===== src/pet_defines.svh =====
// Widths, $FFF0 control-register layout and select bit order; select positions must match chip_sel_t users
`ifndef PET_DEFINES_SVH
`define PET_DEFINES_SVH

// Bus and RAM widths
`define PET_ADDR_WIDTH      16
`define PET_DATA_WIDTH      8
`define PET_RAM_ADDR_WIDTH  17      // 128 KB, base 64 KB plus expansion

// Memory-control register
`define PET_MEM_CTL_ADDR    16'hFFF0
`define PET_MEM_CTL_RESET   8'h80   // Expansion disabled

`define PET_MEM_CTL_WP_LO           0   // Write protect $8000-$BFFF
`define PET_MEM_CTL_WP_HI           1   // Write protect $C000-$FFFF
`define PET_MEM_CTL_SEL_LO          2   // Bank select $8000-$BFFF
`define PET_MEM_CTL_SEL_HI          3   // Bank select $C000-$FFFF
`define PET_MEM_CTL_IO_PEEK         5   // $E800-$EFFF back to IO
`define PET_MEM_CTL_SCREEN_PEEK     6   // $8000-$8FFF back to screen
`define PET_MEM_CTL_DISABLE         7   // Expansion off when set

// Select vector bit order
`define PET_SEL_RAM     0
`define PET_SEL_SID     1
`define PET_SEL_MAGIC   2
`define PET_SEL_PIA1    3
`define PET_SEL_PIA2    4
`define PET_SEL_VIA     5
`define PET_SEL_CRTC    6
`define PET_SEL_IO      7   // Device lives off the FPGA
`define PET_SEL_ROM     8
`define PET_SEL_VRAM    9

`define PET_SEL_WIDTH   10

`endif

===== src/pet_pkg.sv =====
// Plain vector types only; widths come from pet_defines.svh, so change them there and nowhere else
`include "pet_defines.svh"

package pet_pkg;

    // CPU side of the bus
    typedef logic [`PET_ADDR_WIDTH-1:0] cpu_addr_t;     // 6502 address
    typedef logic [`PET_DATA_WIDTH-1:0] cpu_data_t;     // 6502 data

    // Banked RAM address, bit 16 set for expansion banks
    typedef logic [`PET_RAM_ADDR_WIDTH-1:0] ram_addr_t;

    // Contents of the $FFF0 register
    typedef logic [`PET_DATA_WIDTH-1:0] mem_ctl_t;

    // One-hot device selects plus the IO, ROM and VRAM flags,
    // indexed by the PET_SEL_* positions
    typedef logic [`PET_SEL_WIDTH-1:0] chip_sel_t;

endpackage


===== src/pet_bus_decoder_top.sv =====
// Decoder only; peripherals, read data and video timing live outside, and the source must not expect stalls
`include "pet_defines.svh"

module pet_bus_decoder_top import pet_pkg::*; (
    input  logic      sys_clock_i,
    input  logic      reset_i,

    // Bus cycle, valid with the strobe
    input  logic      cpu_strobe_i,
    input  logic      cpu_be_i,
    input  logic      cpu_write_i,
    input  cpu_addr_t cpu_addr_i,
    input  cpu_data_t cpu_data_i,

    // Decoded access, two edges after the strobe
    output logic      access_strobe_o,
    output logic      ram_en_o,
    output logic      sid_en_o,
    output logic      magic_en_o,
    output logic      pia1_en_o,
    output logic      pia2_en_o,
    output logic      via_en_o,
    output logic      crtc_en_o,
    output logic      io_en_o,
    output logic      is_rom_o,
    output logic      is_vram_o,
    output logic      ram_we_o,
    output ram_addr_t ram_addr_o
);

    logic      s1_be;
    cpu_addr_t s1_addr;
    cpu_data_t s1_data;
    logic      mem_ctl_wr_strobe;
    chip_sel_t dec_sel;     // Combinational decode of stage 1
    logic      decoded_a15;
    logic      decoded_a16;
    chip_sel_t out_sel;     // Registered selects

    access_pipeline u_access_pipeline (
        .sys_clock_i         (sys_clock_i),
        .reset_i             (reset_i),
        .cpu_strobe_i        (cpu_strobe_i),
        .cpu_be_i            (cpu_be_i),
        .cpu_write_i         (cpu_write_i),
        .cpu_addr_i          (cpu_addr_i),
        .cpu_data_i          (cpu_data_i),
        .s1_be_o             (s1_be),
        .s1_addr_o           (s1_addr),
        .s1_data_o           (s1_data),
        .mem_ctl_wr_strobe_o (mem_ctl_wr_strobe),
        .sel_i               (dec_sel),
        .decoded_a15_i       (decoded_a15),
        .decoded_a16_i       (decoded_a16),
        .access_strobe_o     (access_strobe_o),
        .sel_o               (out_sel),
        .ram_we_o            (ram_we_o),
        .ram_addr_o          (ram_addr_o)
    );

    address_decoding u_address_decoding (
        .sys_clock_i         (sys_clock_i),
        .reset_i             (reset_i),
        .mem_ctl_wr_strobe_i (mem_ctl_wr_strobe),
        .cpu_be_i            (s1_be),
        .cpu_addr_i          (s1_addr),
        .cpu_data_i          (s1_data),
        .sel_o               (dec_sel),
        .decoded_a15_o       (decoded_a15),
        .decoded_a16_o       (decoded_a16)
    );

    // Fan out the select vector
    assign ram_en_o   = out_sel[`PET_SEL_RAM];
    assign sid_en_o   = out_sel[`PET_SEL_SID];
    assign magic_en_o = out_sel[`PET_SEL_MAGIC];
    assign pia1_en_o  = out_sel[`PET_SEL_PIA1];
    assign pia2_en_o  = out_sel[`PET_SEL_PIA2];
    assign via_en_o   = out_sel[`PET_SEL_VIA];
    assign crtc_en_o  = out_sel[`PET_SEL_CRTC];
    assign io_en_o    = out_sel[`PET_SEL_IO];
    assign is_rom_o   = out_sel[`PET_SEL_ROM];
    assign is_vram_o  = out_sel[`PET_SEL_VRAM];

endmodule


===== src/access_pipeline.sv =====
// No stall input; a strobe is accepted every clock and its results appear exactly two edges later
`include "pet_defines.svh"

module access_pipeline import pet_pkg::*; (
    input  logic      sys_clock_i,
    input  logic      reset_i,

    // Incoming bus cycle
    input  logic      cpu_strobe_i,
    input  logic      cpu_be_i,
    input  logic      cpu_write_i,
    input  cpu_addr_t cpu_addr_i,
    input  cpu_data_t cpu_data_i,

    // Stage 1 toward the decoder
    output logic      s1_be_o,
    output cpu_addr_t s1_addr_o,
    output cpu_data_t s1_data_o,
    output logic      mem_ctl_wr_strobe_o,

    // Decode of stage 1
    input  chip_sel_t sel_i,
    input  logic      decoded_a15_i,
    input  logic      decoded_a16_i,

    // Stage 2 results
    output logic      access_strobe_o,
    output chip_sel_t sel_o,
    output logic      ram_we_o,
    output ram_addr_t ram_addr_o
);

    logic s1_valid;
    logic s1_write;
    logic ram_write;

    // Stage 1
    always_ff @(posedge sys_clock_i) begin
        if (reset_i) begin
            s1_valid <= 1'b0;
        end else begin
            s1_valid <= cpu_strobe_i;
        end
    end

    always_ff @(posedge sys_clock_i) begin
        if (cpu_strobe_i) begin
            s1_be_o   <= cpu_be_i;
            s1_write  <= cpu_write_i;
            s1_addr_o <= cpu_addr_i;
            s1_data_o <= cpu_data_i;
        end
    end

    // Register loads on the next edge, before this cycle's decode is used again
    assign mem_ctl_wr_strobe_o = s1_valid && s1_be_o && s1_write
                              && (s1_addr_o == `PET_MEM_CTL_ADDR);

    // Writes into ROM space are dropped
    assign ram_write = s1_write && sel_i[`PET_SEL_RAM] && !sel_i[`PET_SEL_ROM];

    // Stage 2, held until the next strobe
    always_ff @(posedge sys_clock_i) begin
        if (reset_i) begin
            access_strobe_o <= 1'b0;
            sel_o           <= '0;
            ram_we_o        <= 1'b0;
            ram_addr_o      <= '0;
        end else begin
            access_strobe_o <= s1_valid;
            if (s1_valid) begin
                sel_o      <= sel_i;
                ram_we_o   <= ram_write;
                ram_addr_o <= {decoded_a16_i, decoded_a15_i, s1_addr_o[14:0]};
            end
        end
    end

endmodule


===== src/address_decoding.sv =====
// Purely combinational map decode apart from the bank register; selects are 0 whenever bus enable is low
`include "pet_defines.svh"

module address_decoding import pet_pkg::*; (
    input  logic      sys_clock_i,
    input  logic      reset_i,
    input  logic      mem_ctl_wr_strobe_i,  // Control register write
    input  logic      cpu_be_i,             // Bus enable of the cycle
    input  cpu_addr_t cpu_addr_i,
    input  cpu_data_t cpu_data_i,

    output chip_sel_t sel_o,                // Device selects and flags
    output logic      decoded_a15_o,        // A15 after banking
    output logic      decoded_a16_o         // Set for expansion RAM
);

    // Single-bit masks
    localparam chip_sel_t M_RAM   = chip_sel_t'(1) << `PET_SEL_RAM;
    localparam chip_sel_t M_SID   = chip_sel_t'(1) << `PET_SEL_SID;
    localparam chip_sel_t M_MAGIC = chip_sel_t'(1) << `PET_SEL_MAGIC;
    localparam chip_sel_t M_PIA1  = chip_sel_t'(1) << `PET_SEL_PIA1;
    localparam chip_sel_t M_PIA2  = chip_sel_t'(1) << `PET_SEL_PIA2;
    localparam chip_sel_t M_VIA   = chip_sel_t'(1) << `PET_SEL_VIA;
    localparam chip_sel_t M_CRTC  = chip_sel_t'(1) << `PET_SEL_CRTC;
    localparam chip_sel_t M_IO    = chip_sel_t'(1) << `PET_SEL_IO;
    localparam chip_sel_t M_ROM   = chip_sel_t'(1) << `PET_SEL_ROM;
    localparam chip_sel_t M_VRAM  = chip_sel_t'(1) << `PET_SEL_VRAM;

    // Combined decode results
    localparam chip_sel_t DEC_NONE = '0;
    localparam chip_sel_t DEC_ROM  = M_RAM | M_ROM;      // ROM image sits in RAM
    localparam chip_sel_t DEC_VRAM = M_RAM | M_VRAM;
    localparam chip_sel_t DEC_PIA1 = M_PIA1 | M_IO;
    localparam chip_sel_t DEC_PIA2 = M_PIA2 | M_IO;
    localparam chip_sel_t DEC_VIA  = M_VIA | M_IO;

    logic bank_en;
    logic bank_a15;
    logic bank_ro;

    memory_control u_memory_control (
        .sys_clock_i         (sys_clock_i),
        .reset_i             (reset_i),
        .mem_ctl_wr_strobe_i (mem_ctl_wr_strobe_i),
        .cpu_addr_i          (cpu_addr_i),
        .cpu_data_i          (cpu_data_i),
        .bank_en_o           (bank_en),
        .bank_a15_o          (bank_a15),
        .bank_ro_o           (bank_ro)
    );

    always_comb begin
        if (!cpu_be_i) begin
            sel_o = DEC_NONE;
        end else if (bank_en) begin
            sel_o = bank_ro ? DEC_ROM : M_RAM;          // Expansion RAM
        end else begin
            // First match wins, so SID shadows the top of screen memory
            priority casez (cpu_addr_i)
                16'b0???_????_????_????: sel_o = M_RAM;     // 0000-7FFF
                16'b1000_1111_????_????: sel_o = M_SID;     // 8F00-8FFF
                16'b1000_????_????_????: sel_o = DEC_VRAM;  // 8000-8FFF
                16'b1110_1000_0000_????: sel_o = M_MAGIC;   // E800-E80F
                16'b1110_1000_0001_????: sel_o = DEC_PIA1;  // E810-E81F
                16'b1110_1000_001?_????: sel_o = DEC_PIA2;  // E820-E83F
                16'b1110_1000_01??_????: sel_o = DEC_VIA;   // E840-E87F
                16'b1110_1000_1???_????: sel_o = M_CRTC;    // E880-E8FF, on-chip
                default:                 sel_o = DEC_ROM;   // Remaining ROM space
            endcase
        end
    end

    assign decoded_a15_o = bank_en ? bank_a15 : cpu_addr_i[15];
    assign decoded_a16_o = bank_en;

endmodule


===== src/memory_control.sv =====
// Control register is write-only here; the caller must qualify the write strobe with a write to $FFF0
`include "pet_defines.svh"

module memory_control import pet_pkg::*; (
    input  logic      sys_clock_i,
    input  logic      reset_i,
    input  logic      mem_ctl_wr_strobe_i,  // Qualified write to $FFF0
    input  cpu_addr_t cpu_addr_i,           // Address being decoded
    input  cpu_data_t cpu_data_i,           // New register value

    output logic      bank_en_o,            // Address falls in an active bank
    output logic      bank_a15_o,           // Bank bit replacing A15
    output logic      bank_ro_o             // Active bank is write protected
);

    mem_ctl_t mem_ctl;
    logic     expansion_on;
    logic     screen_hit;
    logic     io_hit;
    logic     screen_release;
    logic     io_release;

    always_ff @(posedge sys_clock_i) begin
        if (reset_i) begin
            mem_ctl <= `PET_MEM_CTL_RESET;
        end else if (mem_ctl_wr_strobe_i) begin
            mem_ctl <= cpu_data_i;
        end
    end

    assign expansion_on = !mem_ctl[`PET_MEM_CTL_DISABLE];

    // Peek-through windows
    assign screen_hit = (cpu_addr_i[15:12] == 4'b1000);    // $8000-$8FFF
    assign io_hit     = (cpu_addr_i[15:11] == 5'b11101);   // $E800-$EFFF

    assign screen_release = screen_hit && mem_ctl[`PET_MEM_CTL_SCREEN_PEEK];
    assign io_release     = io_hit && mem_ctl[`PET_MEM_CTL_IO_PEEK];

    // Bank decode for the upper 32 KB; the lower half is never banked
    always_comb begin
        bank_en_o  = 1'b0;
        bank_a15_o = 1'b0;
        bank_ro_o  = 1'b0;

        if (expansion_on && cpu_addr_i[15]) begin
            if (!cpu_addr_i[14]) begin
                // $8000-$BFFF, bank 0 or 1
                bank_en_o  = !screen_release;
                bank_a15_o = mem_ctl[`PET_MEM_CTL_SEL_LO];
                bank_ro_o  = mem_ctl[`PET_MEM_CTL_WP_LO];
            end else begin
                // $C000-$FFFF, bank 2 or 3
                bank_en_o  = !io_release;
                bank_a15_o = mem_ctl[`PET_MEM_CTL_SEL_HI];
                bank_ro_o  = mem_ctl[`PET_MEM_CTL_WP_HI];
            end

            // Released windows fall back to the PET map
            if (!bank_en_o) begin
                bank_a15_o = 1'b0;
                bank_ro_o  = 1'b0;
            end
        end
    end

endmodule


===== config.mk =====
export PLATFORM = sky130hd
export DESIGN_NAME = pet_bus_decoder_top
export DESIGN_NICKNAME = d
export VERILOG_FILES = /design/src/pet_pkg.sv /design/src/pet_bus_decoder_top.sv /design/src/access_pipeline.sv /design/src/address_decoding.sv /design/src/memory_control.sv
export VERILOG_INCLUDE_DIRS = /design/src
export SDC_FILE = /design/constraint.sdc
export NUM_CORES = 1
export LEC_CHECK = 0
export BUFFER_PORTS_ARGS = -buffer_cell sky130_fd_sc_hd__buf_4
export CORE_UTILIZATION = 35
export DETAILED_ROUTE_END_ITERATION = 10
export HOLD_SLACK_MARGIN = 0.15
export PLACE_DENSITY_LB_ADDON = 0.3
export SLEW_MARGIN = 15
export SYNTH_ARGS = -nofsm -noshare
export SYNTH_HDL_FRONTEND = slang
export SYNTH_SLANG_ARGS = --single-unit

===== constraint.sdc =====
create_clock -name sys_clock_i -period 2.5 [get_ports sys_clock_i]
set_clock_uncertainty 0.2 [all_clocks]
set_input_delay 0.5 -clock sys_clock_i [delete_from_list [all_inputs] [get_ports sys_clock_i]]
set_output_delay 0.5 -clock sys_clock_i [all_outputs]
set_load 0.005 [all_outputs]

# Yosys cells after proc, flatten, opt, wreduce, memory -nomap -nowiden
# Index checks and enable logic that the tools add are counted.
# totals
inputBits	29
elab_cells	47
register_bits	64
# classes
n_reduce_logical	12
n_eq_ne	9
n_mux	15
n_bitwise	1
# ops
operator	n
$pmux 10 s6	1
$eq 12x12->1 const B	2
$mux 10	2
$pmux 10 s2	1
$eq 16x16->1 const B	1
$eq 11x11->1 const B	1
$eq 10x10->1 const B	1
$mux 1	10
$eq 9x9->1 const B	1
$mux 9	1
$eq 8x8->1 const B	1
$logic_and 1x1->1	8
$eq 5x5->1 const B	1
$eq 4x4->1 const B	1
$logic_not 1->1	4
$not 1->1	1

# Longest topological paths before layout
# logic_depth
depth_word	12
ltp_mapped	5
depth_no_buf	4

# Modules after synthesis
# Synthesis repeated with hierarchy kept, for this count alone.
# hier_totals
cells_unflattened	184
area_unflattened_um2	2411.1
# by_module_without_submodules
module	seq_area_each_um2	instances	area_each_um2	cells_each
access_pipeline	1381.3	1	1874.3	129
memory_control	140.1	1	335.3	30
address_decoding	0.0	1	201.4	25

# Least setup slack after synthesis
# OpenSTA, ideal clock, no wires.
# synth_timing
path_type	register to register
from	register u_access_pipeline.s1_addr_o[8]
to	register u_access_pipeline.sel_o[7]
required_time_ns	2.216
path_stages_with_launch	5
t_arrival_ns	1.743
setup_slack_ns	0.473
n_path_buf	0
path_cell_list	edfxtp_1 or3_1 or2_4 or4_4 o31ai_2
# synth_via
elab_chain_cells	5
# synth_lines
element	line	source
from (decl)	access_pipeline.sv:17	output cpu_addr_t s1_addr_o,
from (signal assigned)	access_pipeline.sv:50	s1_addr_o <= cpu_addr_i;
$eq 12x12->1, or another cell as far along	address_decoding.sv:59	priority casez (cpu_addr_i)
$pmux 10 s6	address_decoding.sv:59	
$pmux 10 s2 *	address_decoding.sv:59	
$mux 10 *	address_decoding.sv:55	end else if (bank_en) begin
$mux 10 *	address_decoding.sv:53	if (!cpu_be_i) begin
to (signal assigned)	access_pipeline.sv:72	sel_o <= sel_i;
to (decl)	access_pipeline.sv:28	output chip_sel_t sel_o,
# Every way passes the cells marked *; elsewhere a longest branch is shown, timed or not.
# A chain may end at the register's enable or synchronous reset.

# Final worst setup path
# layout_timing
from	register u_access_pipeline.s1_addr_o[14]
to	register u_access_pipeline.sel_o[1]
# layout_via
elab_chain_cells	8
# layout_lines
element	line	source
$eq 5x5->1 / $eq 4x4->1 (equally long branches)	memory_control.sv:35, memory_control.sv:34	
$logic_and 1x1->1, on equally long branches	memory_control.sv:38, memory_control.sv:37	
$logic_not 1->1, on equally long branches	memory_control.sv:54, memory_control.sv:49	
$mux 1	memory_control.sv:47	if (!cpu_addr_i[14]) begin
$mux 1 (2 in a row)	memory_control.sv:46	if (expansion_on && cpu_addr_i[15]) begin
$mux 10 *	address_decoding.sv:55	
$mux 10 *	address_decoding.sv:53	
# Every way passes the cells marked *; elsewhere a longest branch is shown, timed or not. The select of a mux whose other input is x is not followed.

==> out/summary.md <==
• cell types occupying the most area after synthesis: sky130_fd_sc_hd__edfxtp_1 32%, sky130_fd_sc_hd__dfxtp_1 32%, sky130_fd_sc_hd__mux2i_1 6.8%
• design area: 3280 um2
• number of CTS-inserted buffers: 9
• CTS clock-pin slew for the worst setup and hold paths: 0.07 ns
• Routed WL per cell: 13.9 um
• core region area: 6390 um2
• number of gates resized after CTS: 0
• total of warnings raised by yosys: 0
• worst relative slew slack: 0.556
• final worst-path cycle share: 0.909
• crit path cell chain: nor4b_1 -> a211oi_1 -> or4_1 -> a21oi_1
• max cap viols: 0
• # diodes: 0
• H-tree level count: 3
• IR drop worst, VDD: 0.472 mV
• cell total after placement: 321
• netlist area before placement: 2340 um2
• gate count after technology mapping: 195
• port buffer count: 56
• post-route DRC violation count: 0
• Data required, critical path: 2.57 ns
• Post-synth EDFFs: 25
• mean number of vias per cell: 4.91
• overall routing resource usage: 0.155
• number of slew-limit violations in the final report: 0
• critical path peak fanout: 9
• arrival time reported for the critical path endpoint: 2.34 ns
• cell taking the most area after synthesis: sky130_fd_sc_hd__edfxtp_1
• cell with the most instances after synthesis: sky130_fd_sc_hd__dfxtp_1
• area of the die: 7020 um2
• run status: completed
• setup tns final: 0 ns
• maximum number of pins on one net before global-route repair: 39
• first-pass GRT wire length: 8300 um
• final critical delay including setup and external delays: 2.27 ns
• standard cell area after detailed placement: 2830 um2
• Root Buffer: sky130_fd_sc_hd__clkbuf_8
• transition time at the pin with the least slew margin: 0.662 ns
• Final Util: 0.514
• Chip Width: 83.8 um
• crit end category: register
• row count: 29
• count of endpoints failing hold in the final timing report: 0
• Iter 0 DRT Violations: 70
• layout cells sized above 1: 0.288
• count of different cell masters after synthesis: 43
• detailed placer's ending HPWL: 3320 um
• power per cell area: 666 nW/um2
• Mapped Avg Cell Area: 12.0 um2
• startpoint type of the worst setup path: register
• Post-Syn Nets: 224
• insertion delay of the later-clocked pin in the worst-skew pair: 0.34 ns
• top cells by count, synth: 37 x sky130_fd_sc_hd__dfxtp_1, 25 x sky130_fd_sc_hd__edfxtp_1, 18 x sky130_fd_sc_hd__nor2_1, 16 x sky130_fd_sc_hd__mux2i_1, 12 x sky130_fd_sc_hd__nand3_1
• area growth from synthesis to layout: 40.3%
• detailed-router iteration count before antenna repair: 4
• share of synthesized flip-flops with an asynchronous set or reset: 0
• via count of the routed design: 1778
• via count of the first global-routing pass: 1779
• die height: 83.8 um
• proportion of netlist area held by the largest area contributor: 0.321
• type of the most critical hold path: reg2reg
• RSZ-0062 raised after global routing: false
• final number of setup-violating endpoints: 0
• global route total overflow: 0
• number of storage elements in the synthesis netlist: 62
• clock sink count: 62
• number of routed nets with antenna violations: 0
• Min Hold Slack: 0.272 ns
• TritonCTS clock tree: done
• routed wire length: 5050 um
• Max Clock Freq: 0.440 GHz
• routability congestion estimate from global placement: 0.786
• initial standard-cell utilization of the core: 0.366
• delay of the slowest cell on the worst path: 0.59 ns
• category of cells accounting for the largest share of critical-path delay: simple AND/OR/NAND/NOR gates
• Critical path buffers and inverters: 0
• sequential fraction of the synthesis area: 0.637
• antenna violations before repair: 0
• Leak: 1.25 nW
• Top-Level Pins: 58
• maximum buffer depth of the clock tree: 2
• Post-layout nets: 309
• Top FF cell, synth: sky130_fd_sc_hd__dfxtp_1
• slowest stage cell, crit path: sky130_fd_sc_hd__or4_1
• Cell Count, Final, Fillers Out: 362
• classification of the worst setup path: reg2reg
[layout make-up]
type                            count  area [um2]
Multi-Input combinational cell    118         785
Clock buffer                       10         138
Inverter                            5        18.8
Timing Repair Buffer               84         693
Tap cell                           77        96.3
Clock inverter                      6        61.3
Sequential cell                    62        1490
Fill cell                         597        3100
[final timing paths]
path / startpoint / endpoint / slack (ns) / cells after the start
setup / recovery: u_access_pipeline.s1_addr_o[14]$_DFFE_PP_ / u_access_pipeline.sel_o[1]$_SDFFE_PP0P_ / 0.23 / 4
hold reg to reg: u_access_pipeline.sel_o[0]$_SDFFE_PP0P_ / u_access_pipeline.sel_o[0]$_SDFFE_PP0P_ / 0.27 / 2
hold / removal: u_access_pipeline.sel_o[0]$_SDFFE_PP0P_ / u_access_pipeline.sel_o[0]$_SDFFE_PP0P_ / 0.27 / 2
setup reg to reg: u_access_pipeline.s1_addr_o[14]$_DFFE_PP_ / u_access_pipeline.sel_o[1]$_SDFFE_PP0P_ / 0.23 / 4
[stage by stage]
stage | total power, mW | setup WS, ns
5_1_grt | 2.28 | 0.0900
2_1_floorplan | 1.22 | 0.473
3_3_place_gp | 1.31 | 0.335
4_1_cts | 2.21 | 0.246
3_5_place_dp | 1.31 | 0.287
6_report | 2.19 | 0.226
[registers in the layout, indices dropped and copies added, names as in the netlist]
| register | flops |
|---|---|
| u_access_pipeline.ram_addr_o | 17 |
| u_access_pipeline.s1_addr_o | 16 |
| u_access_pipeline.sel_o | 10 |
| u_access_pipeline.s1_data_o | 7 |
| u_address_decoding.u_memory_control.mem_ctl | 7 |
| u_access_pipeline.access_strobe_o | 1 |
| u_access_pipeline.ram_we_o | 1 |
| u_access_pipeline.s1_be_o | 1 |
| u_access_pipeline.s1_valid | 1 |
| u_access_pipeline.s1_write | 1 |
[layout by cell type (no fill, tap or decap), types with 2 or more instances in the layout]
master	synthesis	routed
sky130_fd_sc_hd__buf_4	0	59
sky130_fd_sc_hd__edfxtp_1	25	25
sky130_fd_sc_hd__o21ai_0	8	8
sky130_fd_sc_hd__dlygate4sd3_1	0	25
sky130_fd_sc_hd__nor2b_1	4	4
sky130_fd_sc_hd__nor4b_1	2	2
sky130_fd_sc_hd__mux2_2	2	2
sky130_fd_sc_hd__a211oi_1	2	2
sky130_fd_sc_hd__clkinvlp_4	0	3
sky130_fd_sc_hd__nor3_1	3	3
sky130_fd_sc_hd__nand2b_1	5	5
sky130_fd_sc_hd__o32ai_1	4	4
sky130_fd_sc_hd__mux2i_1	16	16
sky130_fd_sc_hd__nand2_1	3	3
sky130_fd_sc_hd__nand3b_1	2	2
sky130_fd_sc_hd__dfxtp_1	37	37
sky130_fd_sc_hd__or3_1	2	2
sky130_fd_sc_hd__a21oi_1	11	11
sky130_fd_sc_hd__nand4_1	3	3
sky130_fd_sc_hd__inv_1	5	5
sky130_fd_sc_hd__clkbuf_8	0	10
sky130_fd_sc_hd__nand3_1	12	12
sky130_fd_sc_hd__nor2_1	18	18
[routing by layer]
metal	track usage	vias up	share of wire
met3	0.0504	10	0.064
li1	-	894	-
met5	0	-	0
met4	0.0909	0	0.024
met2	0.237	54	0.46
met1	0.191	820	0.45
[worst register-to-register path, stage by stage, from the launching register on]
cell	delay, ns
sky130_fd_sc_hd__edfxtp_1	0.54
sky130_fd_sc_hd__nor4b_1	0.53
sky130_fd_sc_hd__a211oi_1	0.22
sky130_fd_sc_hd__or4_1	0.59
sky130_fd_sc_hd__a21oi_1	0.13
[what timing repair did]
| item | in CTS | in global routing |
|---|---|---|
| hold endpoints to repair | 25 | 0 |
| hold buffers | 25 | 0 |
| setup buffers | 0 | 0 |
[where the power goes]
part / total [mW] / leakage (nW) / internal, mW / switching (mW)
Combinational: 0.173 / 0.616 / 0.104 / 0.0683
Sequential: 1.15 / 0.546 / 1.11 / 0.0385
Clock: 0.868 / 0.0920 / 0.481 / 0.387
Total: 2.19 / 1.25 / 1.69 / 0.494
[cells by family (layout without fill, tap and decap cells)]
group / after synthesis / after routing / synth area share
compound gates: 34 / 34 / 0.0952
buf+inv: 15 / 105 / 0.0273
flops: 62 / 62 / 0.637
mux: 18 / 18 / 0.0781
simple gates: 66 / 66 / 0.162
No activity file was read; power rests on OpenSTA's default activity.
